===== config.mk =====
export PLATFORM = sky130hd
export DESIGN_NAME = mul_unit
export DESIGN_NICKNAME = d
export VERILOG_FILES = /design/src/verilog/rv32i_types.sv /design/src/verilog/mul_unit.sv
export SDC_FILE = /design/constraint.sdc
export NUM_CORES = 2
export LEC_CHECK = 0
export ABC_AREA = 1
export BUFFER_PORTS_ARGS = -buffer_cell sky130_fd_sc_hd__buf_2
export CAP_MARGIN = 20
export CORE_MARGIN = 2
export CORE_UTILIZATION = 67
export CTS_BUF_LIST = sky130_fd_sc_hd__clkbuf_8
export DETAILED_ROUTE_END_ITERATION = 6
export MAX_ROUTING_LAYER = met4
export PLACE_DENSITY = 0.95
export SKIP_CTS_REPAIR_TIMING = 1
export SLEW_MARGIN = 20
export SYNTH_ARGS = -nofsm -noshare
export SYNTH_HDL_FRONTEND = slang
export SYNTH_SLANG_ARGS = --single-unit

===== constraint.sdc =====
create_clock -name clk -period 10.2 [get_ports clk]
set_clock_uncertainty 0.15 [all_clocks]
set_input_delay 1.02 -clock clk [delete_from_list [all_inputs] [get_ports clk]]
set_output_delay 1.02 -clock clk [all_outputs]
set_load 0.02 [all_outputs]

===== src/verilog/rv32i_types.sv =====
package rv32i_types;

    // default physical register count
    localparam int NUM_REGS      = 64;
    // registers in one saved thread context
    localparam int NUM_ARCH_REGS = 32;
    // physical tag width, log2 of the register count
    localparam int PREG_W        = $clog2(NUM_REGS);

    // physical register tag
    typedef logic [PREG_W-1:0] preg_t;
    // data word
    typedef logic [31:0]       word_t;

    // integer alu ops
    typedef enum logic [3:0] {
        ALU_ADD  = 4'd0,
        ALU_SUB  = 4'd1,
        ALU_AND  = 4'd2,
        ALU_OR   = 4'd3,
        ALU_XOR  = 4'd4,
        ALU_SLL  = 4'd5,
        ALU_SRL  = 4'd6,
        ALU_SRA  = 4'd7,
        ALU_SLT  = 4'd8,
        ALU_SLTU = 4'd9
    } alu_op_t;

    // multiply ops, low half or one of the three high halves
    typedef enum logic [1:0] {
        MUL_MUL    = 2'd0,
        MUL_MULH   = 2'd1,
        MUL_MULHSU = 2'd2,
        MUL_MULHU  = 2'd3
    } mul_op_t;

    // memory ops, word and byte only
    typedef enum logic [2:0] {
        MEM_LW  = 3'd0,
        MEM_LB  = 3'd1,
        MEM_LBU = 3'd2,
        MEM_SW  = 3'd3,
        MEM_SB  = 3'd4
    } mem_op_t;

endpackage : rv32i_types

===== src/verilog/mul_unit.sv =====
module mul_unit (
    input  logic                 clk,
    input  logic                 rst,
    // issue group
    input  logic                 issue_valid,
    input  rv32i_types::mul_op_t op,
    input  rv32i_types::preg_t   rd_s,
    // operands, one cycle after issue
    input  rv32i_types::word_t   rs1_v,
    input  rv32i_types::word_t   rs2_v,
    // writeback and broadcast
    output logic                 wb_valid,
    output rv32i_types::preg_t   wb_tag,
    output rv32i_types::word_t   wb_value
);
    import rv32i_types::*;

    // read stage
    logic               s0_valid;
    preg_t              s0_tag;
    mul_op_t            s0_op;
    // product stage
    logic               a_signed;
    logic               b_signed;
    logic signed [32:0] a_ext;
    logic signed [32:0] b_ext;
    logic signed [63:0] product;
    logic               p1_valid;
    preg_t              p1_tag;
    logic               p1_hi;
    logic [63:0]        p1_prod;

    // mulh treats both as signed, mulhsu only rs1
    always_comb begin
        a_signed = (s0_op == MUL_MULH) || (s0_op == MUL_MULHSU);
        b_signed = (s0_op == MUL_MULH);
        a_ext    = {a_signed & rs1_v[31], rs1_v};
        b_ext    = {b_signed & rs2_v[31], rs2_v};
        product  = a_ext * b_ext;
    end

    // each stage keeps its own valid, one op per cycle
    always_ff @(posedge clk) begin
        if (rst) begin
            s0_valid <= 1'b0;
            p1_valid <= 1'b0;
            wb_valid <= 1'b0;
        end else begin
            s0_valid <= issue_valid;
            p1_valid <= s0_valid;
            wb_valid <= p1_valid;
        end
        s0_tag   <= rd_s;
        s0_op    <= op;
        p1_tag   <= s0_tag;
        p1_hi    <= (s0_op != MUL_MUL);
        p1_prod  <= product;
        wb_tag   <= p1_tag;
        wb_value <= p1_hi ? p1_prod[63:32] : p1_prod[31:0];
    end

endmodule : mul_unit


==> results.txt <==
- The hold violation count in the final report is 0.
* Number of flip-flops and latches in the synthesized netlist: 120
- Across the run, the number of max-cap violations was 0.
- In the synthesized netlist, mux cells make up 0.841% of the area.
- In this run the cell area measured after placement is roughly 44000 um2.
- In this run the worst path has a maximum fanout of 17.
* Worst Setup Start Kind: flip-flop
* Commonest non-fill, non-tap cell in the layout: inv_1
- Number of H-tree levels: 4
- Kind of end point of the critical path: flip-flop
- Chip Width: approximately 260 um
* Max clock buf depth: 2
- After floorplanning, the core was sized to cover ~63000 um2.
- Number of setup violations in the final report: 0
- For this run, the slowest stage of the critical path takes around 730 ps.
* Number of I/O pins: roughly 110
- At the worst endpoint, the required time is 10380 ps.
- After detailed routing, the number of vias per cell comes to between 5 and 6.
* Fmax: between 100 and 150 MHz
- The HPWL after detailed placement is roughly 100 mm.
- Library cell appearing most often on the critical path: fa_1
- Post-Synthesis Mean Instance Area: about 8.1 um2
* Post-layout nets: ~6600
* Fraction of the mapped netlist area in simple logic gates: roughly 16%
* Fraction of layout instances using a drive strength above 1: 4.24%
* Starting utilization of the core area: about two thirds
- The checks that failed: design-rule violations.
- After clock tree synthesis, the clock-pin slew on the worst setup and hold paths is around 100 ps.
* Cell at the slowest stage of the critical path: fa_1
* Period utilization: between 80% and 90%
- Number of cells on the worst reg-to-reg path: 29
- The congestion estimate from routability-driven global placement came to 1.06.
* WL per Instance: a little over 20 um
- After Yosys synthesis, XOR and XNOR cells account for less than 1% of the synthesized area.
- Class of the worst hold path: reg -> reg
* Area Overhead vs Synth: 2.79%
* Post-Synthesis Cells: 5282
- At the worst endpoint, the arrival time is ~9100 ps.
- Clock sinks: 120
- Number of standard-cell rows in the floorplan: 92
* Initial antenna violation count: 5
- On the final layout, the worst hold slack is 179 ps.
- Die area: roughly 66000 um2
- Most frequent cells in the layout: inv_1, nand2_1, fa_1
- Netlist area before placement: between 40000 and 50000 um2
- The pre-antenna-repair detailed-routing pass consisted of 7 iterations.
- In this run the vertical extent of the chip is roughly 260 um.
* Category of the critical setup timing path: reg -> reg
- Aggregate routed wire length: about 130 mm
* Detailed router's first-iteration violation count: around 3800
- Along the worst hold path, the cell count comes to 0.
- For this run, design rule violations remaining after detail routing come to 3.
* Via Count: 34600
- Fin worst setup slack: 1250 ps
* Syn. warnings: 0
* Final critical path time including I/O delays and setup: approximately 8900 ps
- Number of nets produced by synthesis: around 6700
* Cell area after layout: 44000 um2
* Number of nets still failing antenna checks after routing: 0
- Adder-cell area share of the yosys netlist: about 59%
- Result of the run: finished with violations
- In this run the tool buffered the top-level ports with 113 buffer cells.
- After global routing the overflow that remains totals 0.
- Pin count of the biggest net entering global routing: 36
- Setup repair after global routing left no endpoint under its margin.
- In this run, CTS created clock tree buffers numbering 17.
* Clock root buffer: clkbuf_8
- Count of pins over their slew limit: 0
* First-pass GRT wire length: just over 200 mm
- Slew of the pin with the lowest slew margin: 1030 ps
* Clock latency at the later pin of the worst-skew pair: 460 ps
* Complex-gate fraction of the synthesized area: approximately 1.8%
* Number of unique standard cell types used by synthesis: 31
- Global routing consumed, over all layers together, between 40% and 50% of the routing resources.
- TritonCTS built the clock tree.
* Register area share after synthesis: 5.61%
* Main combinational cell family by area after synthesis: adder cells
- Before CTS, the worst setup slack after placement is 1200 ps.
- Final TNS setup: 0 ps
- The number of global-route vias before repair was slightly above 40000.
- Worst slew margin relative to its limit: about a third
[through the flow]
step / std cells / utilization [%]
3_3_place_gp: 5999 / 69.1
2_1_floorplan: 5282 / -
6_report: 6037 / 69.7
3_5_place_dp: 5999 / 69.1
5_1_grt: 6037 / 69.7
4_1_cts: 6031 / 69.7
[cell families after synthesis]
family                   after synthesis
AND/OR/NAND/NOR                     1723
XOR/XNOR                              40
adder cells (fa/ha/maj)             1339
buffers and inverters               1890
AO/OA/AOI/OAI                        138
flip-flops                           120
multiplexers                          32
[final timing paths]
check / startpoint / to / slack (ps)
setup / recovery: s0_op[0] / p1_prod[50] / 1250
setup reg to reg: s0_op[0] / p1_prod[50] / 1250
hold reg to reg: s0_tag[5] / p1_tag[5] / 180
hold / removal: s0_tag[5] / p1_tag[5] / 180
[synth_stat cells]
master,number,area (um2)
o21bai_1,17,128
nand3_2,4,40.0
xor2_1,35,307
and3_1,1,6.26
inv_1,1624,6100
o21ai_2,2,17.5
o211ai_1,2,15.0
a21o_1,4,30.0
nand4_1,15,93.8
xnor2_1,5,43.8
buf_2,4,20.0
nand2_2,4,25.0
nand3_1,68,340
inv_2,1,3.75
fa_1,1125,22500
or2_2,8,50.1
nand2_1,1443,5420
o21ai_0,36,180
clkbuf_1,259,972
buf_4,1,7.51
a21oi_1,76,380
dfxtp_1,120,2400
nor4_1,2,12.5
mux2_2,32,360
nand3b_1,4,30.0
nor3_1,7,35.0
nor2_1,166,623
ha_1,214,2680
or2_0,1,6.26
buf_1,1,3.75
o21a_1,1,7.51
[area by class of cell]
cell class                 count  area [um2]
fill                        4405       19100
antenna                        6        15.0
timing repair buffer         136         738
multi-input combinational   3272       33300
sequential                   120        2400
inverter                    1625        6100
clock inverter                15         151
tap                          846        1060
clock buffer                  17         234
[flip-flops by register name (all words and copies together), names as in the netlist]
| register | flops |
|---|---|
| s0_tag | 6 |
| wb_valid | 1 |
| p1_tag | 6 |
| p1_hi | 1 |
| p1_prod | 64 |
| wb_tag | 6 |
| wb_value | 32 |
| s0_op | 2 |
| p1_valid | 1 |
| s0_valid | 1 |
[worst max-delay path, delay by kind of cell, from the launching register on]
family                   cells  cell delay [ps]
adder cells (fa/ha/maj)     10             5130
flip-flops                   1              370
AND/OR/NAND/NOR             10             1490
buffers and inverters        9             1660
[layer usage]
layer,share of wire [%],GRT usage [%],wire length [um],vias up
met5,0,-,0,-
met1,31,45.5,39400,16700
li1,-,-,-,14300
met4,8.7,29.4,10800,0
met2,48,66.1,60000,2617
met3,12,11.2,14900,968
Power is left out: the tool's default activity adds up to more than one toggle a clock period on the data nets, which glitch-free logic cannot reach.
