===== config.mk =====
export PLATFORM = sky130hd
export DESIGN_NAME = ldst_unit
export DESIGN_NICKNAME = d
export VERILOG_FILES = /design/src/verilog/rv32i_types.sv /design/src/verilog/ldst_unit.sv
export SDC_FILE = /design/constraint.sdc
export NUM_CORES = 1
export LEC_CHECK = 0
export ABC_AREA = 1
export BUFFER_PORTS_ARGS = -buffer_cell sky130_fd_sc_hd__buf_2
export CAP_MARGIN = 20
export CORE_MARGIN = 5
export CORE_UTILIZATION = 35
export CTS_CLUSTER_DIAMETER = 150
export CTS_CLUSTER_SIZE = 8
export DETAILED_ROUTE_END_ITERATION = 16
export SYNTH_ARGS = -nofsm -noshare
export SYNTH_HDL_FRONTEND = slang
export SYNTH_SLANG_ARGS = --single-unit

===== constraint.sdc =====
create_clock -name clk -period 4.5 [get_ports clk]
set_input_delay 0.675 -clock clk [delete_from_list [all_inputs] [get_ports clk]]
set_output_delay 0.675 -clock clk [all_outputs]
set_load 0.1 [all_outputs]

===== src/verilog/rv32i_types.sv =====
package rv32i_types;

    // default physical register count
    localparam int NUM_REGS      = 64;
    // registers in one saved thread context
    localparam int NUM_ARCH_REGS = 32;
    // physical tag width, log2 of the register count
    localparam int PREG_W        = $clog2(NUM_REGS);

    // physical register tag
    typedef logic [PREG_W-1:0] preg_t;
    // data word
    typedef logic [31:0]       word_t;

    // integer alu ops
    typedef enum logic [3:0] {
        ALU_ADD  = 4'd0,
        ALU_SUB  = 4'd1,
        ALU_AND  = 4'd2,
        ALU_OR   = 4'd3,
        ALU_XOR  = 4'd4,
        ALU_SLL  = 4'd5,
        ALU_SRL  = 4'd6,
        ALU_SRA  = 4'd7,
        ALU_SLT  = 4'd8,
        ALU_SLTU = 4'd9
    } alu_op_t;

    // multiply ops, low half or one of the three high halves
    typedef enum logic [1:0] {
        MUL_MUL    = 2'd0,
        MUL_MULH   = 2'd1,
        MUL_MULHSU = 2'd2,
        MUL_MULHU  = 2'd3
    } mul_op_t;

    // memory ops, word and byte only
    typedef enum logic [2:0] {
        MEM_LW  = 3'd0,
        MEM_LB  = 3'd1,
        MEM_LBU = 3'd2,
        MEM_SW  = 3'd3,
        MEM_SB  = 3'd4
    } mem_op_t;

endpackage : rv32i_types

===== src/verilog/ldst_unit.sv =====
module ldst_unit (
    input  logic                 clk,
    input  logic                 rst,
    // issue group
    input  logic                 issue_valid,
    input  rv32i_types::mem_op_t op,
    input  rv32i_types::preg_t   rd_s,
    input  rv32i_types::word_t   imm,
    output logic                 ldst_ready,
    // base and store data, one cycle after issue
    input  rv32i_types::word_t   rs1_v,
    input  rv32i_types::word_t   rs2_v,
    // wishbone classic master
    output logic                 wb_cyc,
    output logic                 wb_stb,
    output logic                 wb_we,
    output logic [29:0]          wb_adr,
    output rv32i_types::word_t   wb_dat_w,
    output logic [3:0]           wb_sel,
    input  rv32i_types::word_t   wb_dat_r,
    input  logic                 wb_ack,
    // completion
    output logic                 ld_wb_valid,
    output rv32i_types::preg_t   ld_wb_tag,
    output rv32i_types::word_t   ld_wb_value,
    output logic                 st_done
);
    import rv32i_types::*;

    typedef enum logic [1:0] {ST_IDLE, ST_OPND, ST_BUS} state_t;

    state_t     state;
    mem_op_t    op_r;
    word_t      imm_r;
    logic [1:0] byte_off;
    word_t      addr;
    logic       is_store;
    logic [7:0] ld_byte;
    word_t      load_value;

    assign ldst_ready = (state == ST_IDLE);
    assign addr       = rs1_v + imm_r;
    assign is_store   = (op_r == MEM_SW) || (op_r == MEM_SB);

    // pick the addressed byte, then extend
    always_comb begin
        ld_byte = wb_dat_r[8*byte_off +: 8];
        case (op_r)
            MEM_LB:  load_value = {{24{ld_byte[7]}}, ld_byte};
            MEM_LBU: load_value = {24'd0, ld_byte};
            default: load_value = wb_dat_r;
        endcase
    end

    always_ff @(posedge clk) begin
        if (rst) begin
            state       <= ST_IDLE;
            wb_cyc      <= 1'b0;
            wb_stb      <= 1'b0;
            wb_we       <= 1'b0;
            ld_wb_valid <= 1'b0;
            st_done     <= 1'b0;
        end else begin
            // completion flags are single-cycle pulses
            ld_wb_valid <= 1'b0;
            st_done     <= 1'b0;
            case (state)
                ST_IDLE: begin
                    if (issue_valid) begin
                        op_r      <= op;
                        imm_r     <= imm;
                        ld_wb_tag <= rd_s;
                        state     <= ST_OPND;
                    end
                end
                ST_OPND: begin
                    // operands are here, start the transfer
                    wb_cyc   <= 1'b1;
                    wb_stb   <= 1'b1;
                    wb_we    <= is_store;
                    wb_adr   <= addr[31:2];
                    byte_off <= addr[1:0];
                    wb_sel   <= (op_r == MEM_SB) ? (4'b0001 << addr[1:0]) : 4'hf;
                    wb_dat_w <= (op_r == MEM_SB) ? {4{rs2_v[7:0]}} : rs2_v;
                    state    <= ST_BUS;
                end
                ST_BUS: begin
                    if (wb_ack) begin
                        wb_cyc      <= 1'b0;
                        wb_stb      <= 1'b0;
                        wb_we       <= 1'b0;
                        ld_wb_valid <= !is_store;
                        st_done     <= is_store;
                        ld_wb_value <= load_value;
                        state       <= ST_IDLE;
                    end
                end
                default: state <= ST_IDLE;
            endcase
        end
    end

    // one access at a time, scheduler must watch ldst_ready
    a_no_issue_busy: assert property (@(posedge clk) disable iff (rst)
        issue_valid |-> ldst_ready)
        else $error("load/store issue while busy");

    // request and address hold until the slave acks
    a_cyc_until_ack: assert property (@(posedge clk) disable iff (rst)
        wb_cyc && !wb_ack |=> wb_cyc && $stable(wb_adr))
        else $error("wishbone cycle dropped before ack");

endmodule : ldst_unit


==> results.tsv <==
stage	metric	value	unit
worst_setup_path	Req. time, crit path	4.63	ns
yosys	Synth Net Count	1033	
floorplanning	I/O pin total	251	
yosys	Yosys top cell area share	0.553	
timing	normalized max-slew margin	0.396	
timing	Worst Skew	0.00889	ns
finish	n_diodes	0	
yosys	mean area per synthesized cell	8.90	um^2
place	dpl hpwl	16.0	mm
pwr	Final Power	3.69	mW
clock_network	clk sinks	147	
global_route	first-pass GRT wire length	31.2	mm
global_route	remaining global-route overflow	0	
yosys	Synth cell types	29	
worst_setup_path	startpoint types	flop	
yosys	number of synthesized flops with an enable pin	141	
worst_setup_path	Reg2Reg Depth	3	
pwr	Leak	4.91	nW
floorplanning	Chip Height	158	um
worst_setup_path	Worst EP arrival	2.44	ns
clock_network	hold_buf cts	0	
worst_setup_path	worst reg-to-reg setup slack	2.18	ns
global_route	GR Util All Layers	0.161	
timing	Tcrit/Tclk final	0.515	
drt	WL per Instance	14.3	um
timing	Fin. Hold Viols	0	
run_status	outcome	complete, no violations	
worst_hold_path	HP Class	primary input to flop	
pwr	pwr/cell area	375	nW/um^2
clock_network	CTS Root Cell	clkbuf_16	
worst_hold_path	min-delay src	imm[28]	
floorplanning	row count	54	
floorplanning	die area	24900	um^2
floorplanning	Die W	158	um
drt	Routed WL	20.2	mm
yosys	largest cells by area after synthesis	edfxtp_1, nand2_1, inv_1	
place	placed instance count	1379	
timing	worst hold slack	0.425	ns
clock_network	CTS max path bufs	2	
global_route	largest net degree at the start of global routing	33	
clock_network	clk slew on worst S/H paths	0.07	ns
floorplanning	core area	21700	um^2
timing	Setup TNS	0	ns
finish	Layout Cells excl Fill	1411	
drt	antenna-violating nets left	0	
global_route	vias in the first global route	6221	
drt	vias per inst	4.51	
timing	final worst slack	2.18	ns
worst_setup_path	launching point of the worst reg2reg path	byte_off[0]$_DFFE_PP_	
timing	max frequency	0.432	GHz
place	worst slack, placed	1.98	ns
place	GP Congestion	0.872	
timing	RSZ-0062 raised after global routing	no	
worst_setup_path	CP Class	flop to flop	
worst_setup_path	CP max FO	32	
yosys	ys async rst share	0	
clock_network	Skew-Pair Late Insertion Delay	0.42	ns
yosys	most common cell in the synthesized netlist	nand2_1	
worst_setup_path	RR Endpoint	ld_wb_value[14]$_DFFE_PP_	
yosys	post-synthesis cell count	860	
pwr	Peak VDD IR	0.000256	V
finish	layout cells sized above 1	0.269	
drt	drt initial violations	274	
timing	minimum clock period	2.32	ns
job	Max-cap violations	0	
drt	DRT Pass-1 Iters	4	
yosys	Synth area leader	edfxtp_1	
clock_network	TritonCTS buffer count	17	
yosys	Post-synth top flop	edfxtp_1	
timing	Max Slew Vio Count	0	
place	IO buf count	250	
yosys	synthesized area	7660	um^2
yosys	Syn. warnings	0	
clock_network	Setup Fix Bufs, Post-CTS	0	
timing	setup violators final	0	
clock_network	TritonCTS clock tree	yes	
timing	Worst-Margin Slew	0.904	ns
global_route	initial antenna violation count	0	
finish	Area growth, synth to finish	28.4	%
worst_hold_path	Worst Hold Depth	1	
yosys	post-synthesis sequential area ratio	0.569	
clock_network	H-tree Lvls	4	
worst_hold_path	Worst Hold End	imm_r[28]$_DFFE_PP_	
drt	# DRC	0	
yosys	Synth Register Bits	147	
clock_network	Post-CTS Resized	0	
yosys	top post-synthesis cells by count	nand2_1, inv_1, edfxtp_1, nor2_1	
floorplanning	initial core utilization	0.353	
drt	Vias	6358	
finish	final net count	1291	
worst_setup_path	CP Capture Type	flop	
[registers in the layout, summed over array words and instances, names as in the netlist]
| register | cells |
|---|---|
| ld_wb_value | 32 |
| wb_dat_w | 32 |
| wb_sel | 4 |
| state | 2 |
| wb_we | 1 |
| wb_adr | 30 |
| st_done | 1 |
| ld_wb_valid | 1 |
| ld_wb_tag | 6 |
| op_r | 3 |
| imm_r | 32 |
| wb_stb | 1 |
| byte_off | 2 |
[power by group]
part | total (mW) | switching, mW | internal (mW)
clock network | 1.45 | 0.618 | 0.834
registers | 1.58 | 0.0167 | 1.57
logic | 0.654 | 0.474 | 0.180
[how the worst max path moves through the flow]
stage,from,to,slack (ns),depth (start not counted)
2_1_floorplan,rst,wb_we$_SDFFE_PP0P_,0.18,4
3_3_place_gp,rs1_v[0],wb_adr[26]$_DFFE_PP_,2.06,12
3_5_place_dp,rs1_v[0],wb_adr[26]$_DFFE_PP_,1.98,12
4_1_cts,op_r[1]$_DFFE_PP_,wb_we$_SDFFE_PP0P_,2.16,7
5_1_grt,byte_off[0]$_DFFE_PP_,ld_wb_value[9]$_DFFE_PP_,1.87,3
6_report,byte_off[0]$_DFFE_PP_,ld_wb_value[14]$_DFFE_PP_,2.18,3
[logic make-up (layout without fill, tap and decap cells)]
family | count (synthesis) | in the layout | share of synthesized area
flops | 147 | 147 | 0.569
xor+xnor | 15 | 15 | 0.0172
fa+ha+maj | 32 | 32 | 0.0533
compound gates | 80 | 80 | 0.0582
simple gates | 424 | 424 | 0.221
buf+inv | 162 | 433 | 0.0820
[worst max-delay path: stages (launching register included)]
cell      delay (ns)
edfxtp_1        0.92
o21ai_0         0.23
nand3_1         0.65
o21ai_0         0.21
[final cells by class]
cell class	count	area, um^2
Fill cell	2146	11900
Sequential cell	147	4350
Multi-Input combinational cell	551	2690
Timing Repair Buffer	254	1280
Inverter	147	552
Clock buffer	18	429
Tap cell	280	350
Clock inverter	14	170
[per-layer routing]
metal  track usage  vias up  share of wire
met1         0.201     2825           0.42
li1              -     3276              -
met4        0.0373        0         0.0090
met3        0.0473       16          0.088
met5             0        -              0
met2         0.276      241           0.48
[metrics by stage]
step	util	area (um^2)
after floorplan	-	7660
after global placement	0.426	9230
after detailed placement	0.426	9230
after CTS	0.453	9830
after global routing	0.453	9830
final	0.453	9830
[cell usage in the layout, fill, tap and decap left out, types with 5 or more instances in the layout]
| cell type | instances |
|---|---|
| nand2_1 | 317 |
| buf_2 | 250 |
| inv_1 | 145 |
| edfxtp_1 | 141 |
| nor2_1 | 52 |
| o21ai_0 | 31 |
| ha_1 | 31 |
| a21oi_1 | 29 |
| nand3_1 | 29 |
| clkbuf_16 | 17 |
| xor2_1 | 12 |
| o211ai_1 | 8 |
| nand2_2 | 8 |
| a31oi_1 | 7 |
| dfxtp_1 | 6 |
| nor3_1 | 5 |
| nand4_1 | 5 |
Power figures use the tool's default switching activity.
